--- config.mk ---
export PLATFORM = sky130hd
export DESIGN_NAME = upTop
export DESIGN_NICKNAME = d
export VERILOG_FILES = /design/src/hw/upPkg.sv /design/src/hw/upAlu.sv /design/src/hw/upControl.sv /design/src/hw/upDecoder.sv /design/src/hw/upHostPort.sv /design/src/hw/upMemory.sv /design/src/hw/upTop.sv
export SDC_FILE = /design/constraint.sdc
export NUM_CORES = 2
export LEC_CHECK = 0
export ABC_AREA = 1
export ABC_CLOCK_PERIOD_IN_PS = 5530
export BUFFER_PORTS_ARGS = -buffer_cell sky130_fd_sc_hd__buf_2
export CAP_MARGIN = 15
export CORE_AREA = 2 2 427 429
export DETAILED_ROUTE_END_ITERATION = 7
export DIE_AREA = 0 0 429 431
export PLACE_DENSITY = 0.7
export SKIP_CTS_REPAIR_TIMING = 1
export SYNTH_ARGS = -nofsm -noshare
export SYNTH_HDL_FRONTEND = slang
export SYNTH_HIERARCHICAL = 1
export SYNTH_SLANG_ARGS = --single-unit
--- constraint.sdc ---
create_clock -name clk -period 5.53 [get_ports clk]
set_input_delay 0.553 -clock clk [delete_from_list [all_inputs] [get_ports clk]]
set_output_delay 0.553 -clock clk [all_outputs]
set_load 0.05 [all_outputs]
--- src/hw/upPkg.sv ---
`default_nettype none

package upPkg;

	typedef logic [7:0] byteT;
	typedef logic [7:0] addrT;

	// High nibble of the opcode byte, code E is unused and runs as a no-op
	typedef enum logic [3:0] {
		opNop = 4'h0,
		opLda = 4'h1,
		opSta = 4'h2,
		opAdd = 4'h3,
		opSub = 4'h4,
		opAnd = 4'h5,
		opOr  = 4'h6,
		opXor = 4'h7,
		opLdi = 4'h8,
		opJmp = 4'h9,
		opJz  = 4'hA,
		opJc  = 4'hB,
		opShl = 4'hC,
		opShr = 4'hD,
		opHlt = 4'hF
	} opcodeT;

	typedef enum logic [2:0] {
		aluPass,
		aluAdd,
		aluSub,
		aluAnd,
		aluOr,
		aluXor,
		aluShl,
		aluShr
	} aluOpT;

	typedef enum logic [2:0] {
		stFetch,
		stOperand,
		stExec,
		stHalt
	} ctrlStateT;

	localparam int bootLength = 16;

	// Adds the two data bytes at the end of the image and stores the sum to 0x7F
	localparam byteT bootImage [0:bootLength-1] = '{
		{opLda, 4'h0}, 8'h0E,
		{opAdd, 4'h0}, 8'h0F,
		{opSta, 4'h0}, 8'h7F,
		{opHlt, 4'h0},
		8'h00, 8'h00, 8'h00, 8'h00, 8'h00, 8'h00, 8'h00,
		8'h5B, 8'hA5
	};

endpackage

`default_nettype wire

--- src/hw/upAlu.sv ---
`default_nettype none

module upAlu (
	input  wire upPkg::aluOpT op,
	input  wire upPkg::byteT  acc,
	input  wire upPkg::byteT  operand,
	input  wire               carryIn,
	output upPkg::byteT       result,
	output logic              carryOut,
	output logic              zero
);

	import upPkg::*;

	logic [8:0] sum;

	always_comb begin
		sum = '0;
		result = operand;
		carryOut = carryIn;
		case (op)
			aluPass: result = operand;
			aluAdd: begin
				sum = {1'b0, acc} + {1'b0, operand};
				result = sum[7:0];
				carryOut = sum[8];
			end
			aluSub: begin
				sum = {1'b0, acc} - {1'b0, operand};
				result = sum[7:0];
				carryOut = ~sum[8]; // Set when there is no borrow
			end
			aluAnd: result = acc & operand;
			aluOr: result = acc | operand;
			aluXor: result = acc ^ operand;
			aluShl: begin
				result = {acc[6:0], 1'b0};
				carryOut = acc[7];
			end
			aluShr: begin
				result = {1'b0, acc[7:1]};
				carryOut = acc[0];
			end
			default: result = operand;
		endcase
	end

	assign zero = (result == '0);

endmodule

`default_nettype wire

--- src/hw/upControl.sv ---
`default_nettype none

module upControl (
	input  wire              clk,
	input  wire              nRst,
	input  wire upPkg::byteT rdata,
	input  wire              start,
	output upPkg::addrT      coreAddr,
	output upPkg::byteT      coreWdata,
	output logic             coreWe,
	output logic             halted
);

	import upPkg::*;

	ctrlStateT state;
	addrT pc;
	opcodeT instr;
	addrT operand;
	byteT acc;
	logic zeroFlag;
	logic carryFlag;

	opcodeT curOp;
	aluOpT aluOp;
	logic hasOperand, readsMemory, writesMemory, writesAcc, isJump, isHalt;
	byteT aluResult;
	logic aluCarry, aluZero;
	logic takeJump;
	logic accUpdate;

	// Decode the byte on the bus while fetching, the latched opcode after that
	assign curOp = (state == stFetch) ? opcodeT'(rdata[7:4]) : instr;

	upDecoder decoder (
		.opcode       (curOp),
		.aluOp        (aluOp),
		.hasOperand   (hasOperand),
		.readsMemory  (readsMemory),
		.writesMemory (writesMemory),
		.writesAcc    (writesAcc),
		.isJump       (isJump),
		.isHalt       (isHalt)
	);

	upAlu alu (
		.op       (aluOp),
		.acc      (acc),
		.operand  (rdata), // Immediate in stOperand, memory byte in stExec
		.carryIn  (carryFlag),
		.result   (aluResult),
		.carryOut (aluCarry),
		.zero     (aluZero)
	);

	always_comb begin
		case (instr)
			opJz: takeJump = zeroFlag;
			opJc: takeJump = carryFlag;
			default: takeJump = 1'b1;
		endcase
	end

	// Ldi loads in stOperand, everything else that writes acc does so in stExec
	assign accUpdate = writesAcc &&
		((state == stOperand && !readsMemory) || state == stExec);

	assign coreAddr = (state == stExec) ? operand : pc;
	assign coreWdata = acc;
	assign coreWe = (state == stExec) && writesMemory;
	assign halted = (state == stHalt);

	always_ff @(posedge clk or negedge nRst) begin
		if (!nRst) begin
			state <= stFetch;
			pc <= '0;
			acc <= '0;
			zeroFlag <= 1'b0;
			carryFlag <= 1'b0;
		end else begin
			if (accUpdate) begin
				acc <= aluResult;
				zeroFlag <= aluZero;
				carryFlag <= aluCarry;
			end
			case (state)
				stFetch: begin
					pc <= pc + 8'd1;
					if (isHalt) state <= stHalt;
					else if (hasOperand) state <= stOperand;
					else state <= stExec;
				end
				stOperand: begin
					pc <= (isJump && takeJump) ? rdata : pc + 8'd1;
					state <= (readsMemory || writesMemory) ? stExec : stFetch;
				end
				stExec: state <= stFetch;
				stHalt: begin
					if (start) begin
						pc <= '0;
						state <= stFetch;
					end
				end
				default: state <= stHalt;
			endcase
		end
	end

	always_ff @(posedge clk) begin
		if (state == stFetch) instr <= curOp;
		if (state == stOperand) operand <= rdata;
	end

endmodule

`default_nettype wire

--- src/hw/upDecoder.sv ---
`default_nettype none

module upDecoder (
	input  wire upPkg::opcodeT opcode,
	output upPkg::aluOpT       aluOp,
	output logic               hasOperand,
	output logic               readsMemory,
	output logic               writesMemory,
	output logic               writesAcc,
	output logic               isJump,
	output logic               isHalt
);

	import upPkg::*;

	always_comb begin
		aluOp = aluPass;
		hasOperand = 1'b0;
		readsMemory = 1'b0;
		writesMemory = 1'b0;
		writesAcc = 1'b0;
		isJump = 1'b0;
		isHalt = 1'b0;
		case (opcode)
			opLda: begin
				hasOperand = 1'b1;
				readsMemory = 1'b1;
				writesAcc = 1'b1;
			end
			opSta: begin
				hasOperand = 1'b1;
				writesMemory = 1'b1;
			end
			opAdd, opSub, opAnd, opOr, opXor: begin
				hasOperand = 1'b1;
				readsMemory = 1'b1;
				writesAcc = 1'b1;
				case (opcode)
					opAdd: aluOp = aluAdd;
					opSub: aluOp = aluSub;
					opAnd: aluOp = aluAnd;
					opOr: aluOp = aluOr;
					default: aluOp = aluXor;
				endcase
			end
			opLdi: begin
				hasOperand = 1'b1; // Immediate taken straight from the operand byte
				writesAcc = 1'b1;
			end
			opJmp, opJz, opJc: begin
				hasOperand = 1'b1;
				isJump = 1'b1;
			end
			opShl: begin
				writesAcc = 1'b1;
				aluOp = aluShl;
			end
			opShr: begin
				writesAcc = 1'b1;
				aluOp = aluShr;
			end
			opHlt: isHalt = 1'b1;
			default: ; // Nop and the unused code
		endcase
	end

endmodule

`default_nettype wire

--- src/hw/upHostPort.sv ---
`default_nettype none

module upHostPort (
	input  wire              clk,
	input  wire              nRst,
	input  wire              halted,
	input  wire upPkg::addrT coreAddr,
	input  wire upPkg::byteT coreWdata,
	input  wire              coreWe,
	input  wire              hostValid,
	input  wire              hostWrite,
	input  wire upPkg::addrT hostAddr,
	input  wire upPkg::byteT hostWdata,
	input  wire              rspReady,
	input  wire upPkg::byteT rdata,
	input  wire              startReq,
	output logic             hostReady,
	output logic             rspValid,
	output upPkg::byteT      rspData,
	output upPkg::addrT      address,
	output upPkg::byteT      wdata,
	output logic             we,
	output logic             start
);

	import upPkg::*;

	logic accept;

	// A pending response blocks new requests
	assign hostReady = halted && !rspValid;
	assign accept = hostValid && hostReady;
	assign start = startReq && hostReady;

	// Core owns the memory whenever it runs
	assign address = halted ? hostAddr : coreAddr;
	assign wdata = halted ? hostWdata : coreWdata;
	assign we = halted ? (accept && hostWrite) : coreWe;

	always_ff @(posedge clk or negedge nRst) begin
		if (!nRst) begin
			rspValid <= 1'b0;
		end else if (accept && !hostWrite) begin
			rspValid <= 1'b1;
		end else if (rspReady) begin
			rspValid <= 1'b0;
		end
	end

	always_ff @(posedge clk) begin
		if (accept && !hostWrite) rspData <= rdata; // Held until the host takes it
	end

endmodule

`default_nettype wire

--- src/hw/upMemory.sv ---
`default_nettype none

module upMemory #(
	parameter upPkg::addrT watchAddr = 8'd127
) (
	input  wire              clk,
	input  wire              nRst,
	input  wire upPkg::addrT address,
	input  wire upPkg::byteT wdata,
	input  wire              we,
	output upPkg::byteT      rdata,
	output upPkg::byteT      watch
);

	import upPkg::*;

	localparam int depth = 256;

	byteT mem [0:depth-1];

	// Reads are combinational so the core sees data in the same cycle
	assign rdata = mem[address];
	assign watch = mem[watchAddr];

	always_ff @(posedge clk or negedge nRst) begin
		if (!nRst) begin
			for (int i = 0; i < bootLength; i++) begin
				mem[i] <= bootImage[i];
			end
			for (int i = bootLength; i < depth; i++) begin
				mem[i] <= '0;
			end
		end else if (we) begin
			mem[address] <= wdata;
		end
	end

endmodule

`default_nettype wire

--- src/hw/upTop.sv ---
`default_nettype none

module upTop #(
	parameter upPkg::addrT watchAddr = 8'd127
) (
	input  wire              clk,
	input  wire              nRst,
	input  wire              hostValid,
	input  wire              hostWrite,
	input  wire upPkg::addrT hostAddr,
	input  wire upPkg::byteT hostWdata,
	output logic             hostReady,
	output logic             rspValid,
	output upPkg::byteT      rspData,
	input  wire              rspReady,
	input  wire              startReq,
	output logic             halted,
	output upPkg::byteT      watch
);

	import upPkg::*;

	addrT coreAddr, address;
	byteT coreWdata, wdata, rdata;
	logic coreWe, we, start;

	upControl control (
		.clk       (clk),
		.nRst      (nRst),
		.rdata     (rdata),
		.start     (start),
		.coreAddr  (coreAddr),
		.coreWdata (coreWdata),
		.coreWe    (coreWe),
		.halted    (halted)
	);

	upHostPort hostPort (
		.clk       (clk),
		.nRst      (nRst),
		.halted    (halted),
		.coreAddr  (coreAddr),
		.coreWdata (coreWdata),
		.coreWe    (coreWe),
		.hostValid (hostValid),
		.hostWrite (hostWrite),
		.hostAddr  (hostAddr),
		.hostWdata (hostWdata),
		.rspReady  (rspReady),
		.rdata     (rdata),
		.startReq  (startReq),
		.hostReady (hostReady),
		.rspValid  (rspValid),
		.rspData   (rspData),
		.address   (address),
		.wdata     (wdata),
		.we        (we),
		.start     (start)
	);

	upMemory #(
		.watchAddr (watchAddr)
	) memory (
		.clk     (clk),
		.nRst    (nRst),
		.address (address),
		.wdata   (wdata),
		.we      (we),
		.rdata   (rdata),
		.watch   (watch)
	);

endmodule

`default_nettype wire

---- Word-level counts from Yosys, hierarchy flattened ----
Index checks and enable logic that the tools add are counted.
storage, ports and cells
  output and inout bits ................... 19
  input port bits ......................... 22
  word-level logic and storage cells ...... 362
  flip-flop bits (word level) ............. 2090
cells by class
  muxes and demuxes ....................... 32
  reductions and logical operators ........ 28
  bitwise logic cells ..................... 5
  add/subtract/negate cells ............... 3
  magnitude comparators ................... 2
  eq/ne operators ......................... 27
operators with widths
  cell                   count
  $bwmux W2048           1
  $bmux W8 S8            1
  $demux W8 S8           1
  $mux W8                8
  $pmux W8 S8            1
  $eq A4 B4 Y1 const B   9
  $pmux W3 S4            2
  $pmux W8 S3            1
  $eq A4 B3 Y1 const B   4
  $eq A3 B2 Y1 const B   4
  $eq A3 B3 Y1 const B   4
  $reduce_or A11 Y1      1
  $logic_and A1 B1 Y1    10
  $add A8 B8 Y9          1
  $ge A9 B9 Y1 const B   1
  $lt A9 B1 Y1 const B   1
  $mux W1                9
  $not A8 Y9             1
  $pmux W3 S3            1
  $reduce_or A9 Y1       1
  $sub A8 B8 Y9          1
  $add A8 B1 Y8 const B  1
  $and A8 B8 Y8          1
  $eq A4 B2 Y1 const B   2
  22 further kinds       30

---- Longest topological paths before layout ----
  word-level depth ........................ 16
  mapped depth ............................ 42
  gate-level depth less buffers ........... 38

---- Cells and area by module ----
Netlist, hierarchy kept.
by module, submodules not included
  module      area an instance (um^2)  cells each  times used  seq. area each (um^2)
  upMemory    94603.2                  12615       1           51287.9
  upControl   1742.9                   224         1           860.8
  upAlu       1508.9                   283         1           0.0
  upHostPort  546.8                    72          1           265.3
  upDecoder   120.1                    24          1           0.0

---- Worst setup path after synthesis ----
OpenSTA, ideal clock, no wires.
  kind .................................... reg-to-reg
  from .................................... register control.state[1]
  to ...................................... register memory/mem[669] (netlist bit)
  data required time ...................... 5.395 ns
  arrival time ............................ 4.954 ns
  buffers on the path ..................... 10
  path slack .............................. 0.441 ns
  clock period less this slack ............ 5.089 ns
  library setup time ...................... 0.135 ns
  cell stages (with the launch flop) ...... 40
  cells stage by stage .................... dfrtp_1 > clkbuf_2 > nand2_1 > inv_1 > buf_6 > buf_12 > nand2_1 > nand2_1 > buf_4 > inv_2 > buf_2 > buf_2 > clkbuf_1 > nand2_1 > nand3_1 > nand2_1 > nand2_1 > o21ai_1 > [4 not listed] > nand2_1 > nand2_1 > o21ai_0 > nor2_2 > nand2_1 > nor2_1 > inv_1 > nor2_1 > nand2_1 > nand2_1 > inv_2 > buf_4 > nor3_2 > buf_2 > nand2_1 > clkbuf_1 > nand2_1 > o21ai_0
on the way
  elaborated cells on any way between the ends .. 24
  those cells by class .................... order compare (2); eq/ne (3); mux (12); bitwise (1); reduce/logical (6)
RTL lines
  item                                         RTL line          text
  start, declared                              upControl.sv:16   ctrlStateT state;
  start signal, assigned                       upControl.sv:75   state <= stFetch;
  start signal, assigned                       upControl.sv:89   if (isHalt) state <= stHalt;
  start signal, assigned                       upControl.sv:90   else if (hasOperand) state <= stOperand;
  $eq A3 B2 Y1                                 upControl.sv:71   assign halted = (state == stHalt);
  via halted                                   upTop.sv:17       output logic halted,
  $mux W8                                      upHostPort.sv:36  assign address = halted ? hostAddr : coreAddr;
  via address[1]                               upTop.sv:23       addrT coreAddr, address;
  $not A8 Y9 (implied by the code)             upMemory.sv:22    assign rdata = mem[address];
  $bmux W8 S8                                  upMemory.sv:22
  $mux W8 (implied by the code) (2 in series)  upMemory.sv:22
  via rdata[7]                                 upTop.sv:24       byteT coreWdata, wdata, rdata;
  $mux W4                                      upControl.sv:33   assign curOp = (state == stFetch) ? opcodeT'(rdata[7:4]) : instr;
  via control.curOp[3]                         upControl.sv:24   opcodeT curOp;
  $eq A4 B2 Y1                                 upDecoder.sv:24   case (opcode)
  $mux W1                                      upDecoder.sv:24
  via control.writesMemory                     upControl.sv:26   logic hasOperand, readsMemory, writesMemory, writesAcc, isJump, isHalt;
  $logic_and A1 B1 Y1                          upControl.sv:70   assign coreWe = (state == stExec) && writesMemory;
  via coreWe                                   upTop.sv:25       logic coreWe, we, start;
  $mux W1                                      upHostPort.sv:38  assign we = halted ? (accept && hostWrite) : coreWe;
  via we                                       upTop.sv:25
  end signal, assigned by index                upMemory.sv:28    mem[i] <= bootImage[i];
  end signal, assigned by index                upMemory.sv:34    mem[address] <= wdata;
  end, declared                                upMemory.sv:19    byteT mem [0:depth-1];
The timed path passes the listed nets, and every way through them passes these cells. The select of a mux whose other input is x is not followed.
A chain may end at the register's enable or synchronous reset.

---- Worst setup path in the final report ----
  from .................................... register control.state[0]
  to ...................................... register control.zeroFlag
on the way
  elaborated cells on any way between the ends .. 46
  those cells by class .................... add/sub (2); eq/ne (19); mux (11); bitwise (4); reduce/logical (10)
RTL lines
  item                                             RTL line                          text
  $eq A3 B2 Y1 (*)                                 upControl.sv:68                   assign coreAddr = (state == stExec) ? operand : pc;
  $mux W8 (*)                                      upControl.sv:68
  via coreAddr[0]                                  upTop.sv:23
  $mux W8 (*)                                      upHostPort.sv:36
  via address[0]                                   upTop.sv:23
  $not A8 Y9 (implied by the code) (*)             upMemory.sv:22
  $bmux W8 S8 (*)                                  upMemory.sv:22
  $mux W8 (implied by the code) (*) (2 in series)  upMemory.sv:22
  via rdata[4]                                     upTop.sv:24
  [1 not listed]                                   -
  via control.curOp[0]                             upControl.sv:24
  $eq A4 B3 Y1 (tied with other cells)             upDecoder.sv:24, upDecoder.sv:38
  $pmux W3 S4 or $reduce_or A5 Y1 (tied branches)  upDecoder.sv:38, upDecoder.sv:24
  $pmux W3 S3 (*)                                  upDecoder.sv:24
  via control.aluOp[0]                             upControl.sv:25                   aluOpT aluOp;
  $eq A3 B3 Y1 (tied with other cells)             upAlu.sv:21                       case (op)
  $pmux W8 S8 (*)                                  upAlu.sv:21
  $logic_not A8 Y1 (*)                             upAlu.sv:48                       assign zero = (result == '0);
  via control.aluZero                              upControl.sv:28                   logic aluCarry, aluZero;
  end signal, assigned                             upControl.sv:83                   zeroFlag <= aluZero;
  end, declared                                    upControl.sv:21                   logic zeroFlag;
Mark *: on every way through the listed nets, which the timed path passes. The rest lies on a longest branch. The select of a mux whose other input is x is not followed.

==> run_results.csv <==
group,metric,value,unit
timing,setup-violations-final,0,
layout,drive_above_1_share,0.1009,
worst_setup_path,reg2reg_to,"control/zeroFlag$_DFFE_PN0P_",
worst_hold_path,hold_path.class,"input pin to flip-flop",
floorplan,die_w,429,µm
run_status,status,"completed",
worst_setup_path,reg2reg_from,"control/state[0]$_DFFE_PN0P_",
layout,final_area,0.1140,mm²
logic_synthesis,async_flop_share,0.9904,
clock_network,clkTransAtPathRegs,60,ps
worst_setup_path,cpMaxStageDelayCell,"dfrtp_1",
drt,finalWirelength,314900,µm
drt,firstDrtPassIters,6,
clock_network,htreeDepth,4,
floorplan,io_pins,41,
drt,vias,89660,
logic_synthesis,ys.flop_type,"dfrtp_1",
placement,gp_congestion,0.9641,
logic_synthesis,synth_area,0.09852,mm²
drt,drcViolationCount,0,
logic_synthesis,synth_commonest_cells,"nand2_1, dfrtp_1, o21ai_0",
logic_synthesis,synth_xor_area_frac,0.00008890,
timing,post-route-period-util,0.9632,
grt,grt_pass1_wl,489800,µm
worst_setup_path,crit_cells,41,
grt,grt_usage,0.3368,
layout,finalNetCount,13380,
timing,hold_violations,0,
logic_synthesis,synth_area_leaders,"dfrtp_1, nand2_1, o21ai_0, o21ai_1, clkbuf_1",
run,drv_cap,0,
power_and_ir_drop,leakage,0.05585,µW
clock_network,clock_tree.buffer_depth,3,
floorplan,dieHeight,431,µm
drt,via_per_inst,5.645,
worst_setup_path,rrSetupSlack,200,ps
logic_synthesis,yosysWarnings,6,
power_and_ir_drop,ir_worst_vdd,0.2899,mV
timing,fin_skew,27.35,ps
layout,regArea,0.05241,mm²
logic_synthesis,synth_seq_cells,2089,
placement,dpl_cell_area,0.1058,mm²
floorplan,core,0.1802,mm²
worst_setup_path,arrival,6110,ps
drt,drtIter0Drc,10140,
clock_network,cts_root_buffer,"clkbuf_16",
worst_setup_path,crit_type,"flip-flop to flip-flop",
floorplan,die-area,0.1849,mm²
power_and_ir_drop,p_per_area,267.5,mW/mm²
timing,slew_headroom,0.1791,
logic_synthesis,synth_top_cell_by_area,"dfrtp_1",
worst_setup_path,path_common_cell,"nand2_1",
timing,setup_ws,203.5,ps
logic_synthesis,synth_fp_nets,13270,
layout,areaGrowthSynthToFinish,15.73,%
placement,place_ws,-211.5,ps
worst_setup_path,start_kind,"flip-flop",
clock_network,cts_made_buffers,214,
grt,overflow,0,
worst_setup_path,required,6320,ps
worst_setup_path,cp_max_fo,24,
logic_synthesis,synth_edf_count,20,
layout,n_fill_cell,15650,
timing,tightest_slew,1230,ps
worst_setup_path,max_stage_delay,400,ps
worst_setup_path,critPathLaunch,"control/state[0]$_DFFE_PN0P_",
timing,max_freq,0.1877,GHz
floorplan,start_util,0.5469,
drt,wl_per_cell,19.83,µm
logic_synthesis,synth_cell_types,44,
logic_synthesis,yosysSeqAreaShare,0.5320,
grt,antenna_found_initial,12,
layout,final_util,0.6329,
logic_synthesis,synth_mux_area_frac,0.0002286,
timing,slew_viol_final,0,
worst_setup_path,path_delay_family,"simple AND/OR/NAND/NOR gates",
logic_synthesis,postSynthAreaPerCell,7.454,µm²
layout,multi_input_area,0.04180,mm²
placement,dp_hpwl,198300,µm
floorplan,num_rows,156,
clock_network,cts_tree,"yes",
worst_setup_path,endpoint_kind,"flip-flop",
clock_network,worstSkewPairLatency,860,ps
logic_synthesis,synth_simple_gate_area_frac,0.2973,
placement,io_buffers,40,
grt,grt_max_degree,177,
worst_setup_path,cp-endpoint,"control/zeroFlag$_DFFE_PN0P_",
logic_synthesis,synthCells,13220,
worst_setup_path,crit_buf_inv,11,
timing,fin_crit,5326,ps
logic_synthesis,synth_top_family_by_area,"simple AND/OR/NAND/NOR gates",
drt,final_antenna_net_count,0,
logic_synthesis,synth_top_area_frac,0.5176,
logic_synthesis,synth-compound-area-share,0.1197,
worst_setup_path,r2r_cells,41,
logic_synthesis,yosysMostFrequentCell,"nand2_1",
clock_network,cts.sinks,2089,
logic_synthesis,synthAdderAreaFrac,0.003581,
grt,grt_pass1_vias,84990,
==> kinds of logic (layout without fill, tap and decap cells) <==
group | after synthesis | count (layout)
compound gates | 2348 | 2348
xor+xnor | 1 | 1
fa+ha+maj | 27 | 27
buf+inv | 1126 | 1417
flops | 2089 | 2089
mux | 2 | 2
other cells | 0 | 4
simple gates | 7625 | 7625
==> flip-flops by register name (all words and copies together) (netlist names) <==
| name | cells |
|---|---|
| hostPort/rspData | 8 |
| control/zeroFlag | 1 |
| control/carryFlag | 1 |
| control/state | 2 |
| control/pc | 8 |
| memory/watch | 8 |
| hostPort/rspValid | 1 |
| memory/mem | 2040 |
| control/operand | 8 |
| control/coreWdata | 8 |
| control/instr | 4 |
==> placed cells by master (no fill, tap or decap), types with 4 or more instances in the layout <==
| master | instances |
|---|---|
| nand2_2 | 37 |
| nand2_1 | 7041 |
| buf_12 | 173 |
| clkbuf_16 | 230 |
| inv_2 | 24 |
| nor3_2 | 9 |
| buf_6 | 21 |
| a21oi_1 | 104 |
| nand4_1 | 12 |
| o21ai_4 | 4 |
| bufinv_16 | 15 |
| edfxtp_1 | 20 |
| nand3_2 | 4 |
| nor3_4 | 12 |
| dfrtp_1 | 2038 |
| o21ai_0 | 1213 |
| nor2_2 | 22 |
| nor2_4 | 13 |
| buf_16 | 9 |
| o21ai_2 | 17 |
| inv_8 | 9 |
| ha_1 | 25 |
| nor2_1 | 211 |
| o21ai_1 | 999 |
| clkbuf_8 | 56 |
| dfstp_2 | 31 |
| inv_1 | 165 |
| diode_2 | 4 |
| buf_4 | 564 |
| inv_6 | 4 |
| nand3b_1 | 6 |
| clkinvlp_4 | 5 |
| buf_2 | 40 |
| nand3_1 | 246 |
| clkinv_2 | 38 |
| clkbuf_1 | 45 |
==> layout make-up <==
class | instances | share of cell area
repair buffers | 822 | 0.07637
flip-flops and latches | 2089 | 0.4597
diodes | 4 | 0.00008779
well taps | 2370 | 0.02601
clock inverters | 72 | 0.007221
clock buffers | 320 | 0.05631
multi-input cells | 10000 | 0.3666
inverters | 203 | 0.007682
==> through the flow <==
step / instances / TNS (ps) / power, µW / hold WS [ps]
after floorplan: 13220 / 0 / 15590 / 257.4
after global placement: 15450 / -81490 / 15930 / 465.0
after detailed placement: 15450 / -19210 / 15940 / 472.8
after CTS: 15840 / -58350 / 30690 / -374.9
after global routing: 15880 / -2514 / 31360 / 19.19
final: 15880 / 0 / 30490 / 25.83
==> worst min-delay path by stage <==
stage	endpoint	depth (start not counted)	start
after floorplan	control/carryFlag$_DFFE_PN0P_	0	nRst
after global placement	memory/mem[475]$_DFFE_PN0P_	2	memory/mem[475]$_DFFE_PN0P_
after CTS	memory/mem[2026]$_DFFE_PN0P_	1	nRst
after detailed placement	memory/mem[2047]$_DFFE_PN0P_	2	memory/mem[2047]$_DFFE_PN0P_
after global routing	hostPort/rspValid$_DFFE_PN0P_	3	hostValid
final	hostPort/rspValid$_DFFE_PN0P_	3	hostValid
==> where the power goes <==
group               switching, µW  internal [µW]  leakage (µW)
logic                         303           32.3        0.0236
clock network                6170           8680       0.00358
registers      0.0000000000000127          15300        0.0286
==> per-layer routing <==
layer / part of all wire / track usage / vias up
li1: - / - / 42020
met1: 0.41 / 0.4667 / 42850
met2: 0.44 / 0.5138 / 4049
met3: 0.095 / 0.06859 / 723
met4: 0.047 / 0.1525 / 18
met5: 0.00041 / 0 / -
==> worst register-to-register path, delay by kind of cell (launching register included) <==
| kind | cells | cell delay, ps |
|---|---|---|
| AND/OR/NAND/NOR | 24 | 2560 |
| buffers and inverters | 11 | 1690 |
| AO/OA/AOI/OAI | 6 | 640 |
| flip-flops | 1 | 400 |
No activity file was read; power rests on OpenSTA's default activity.
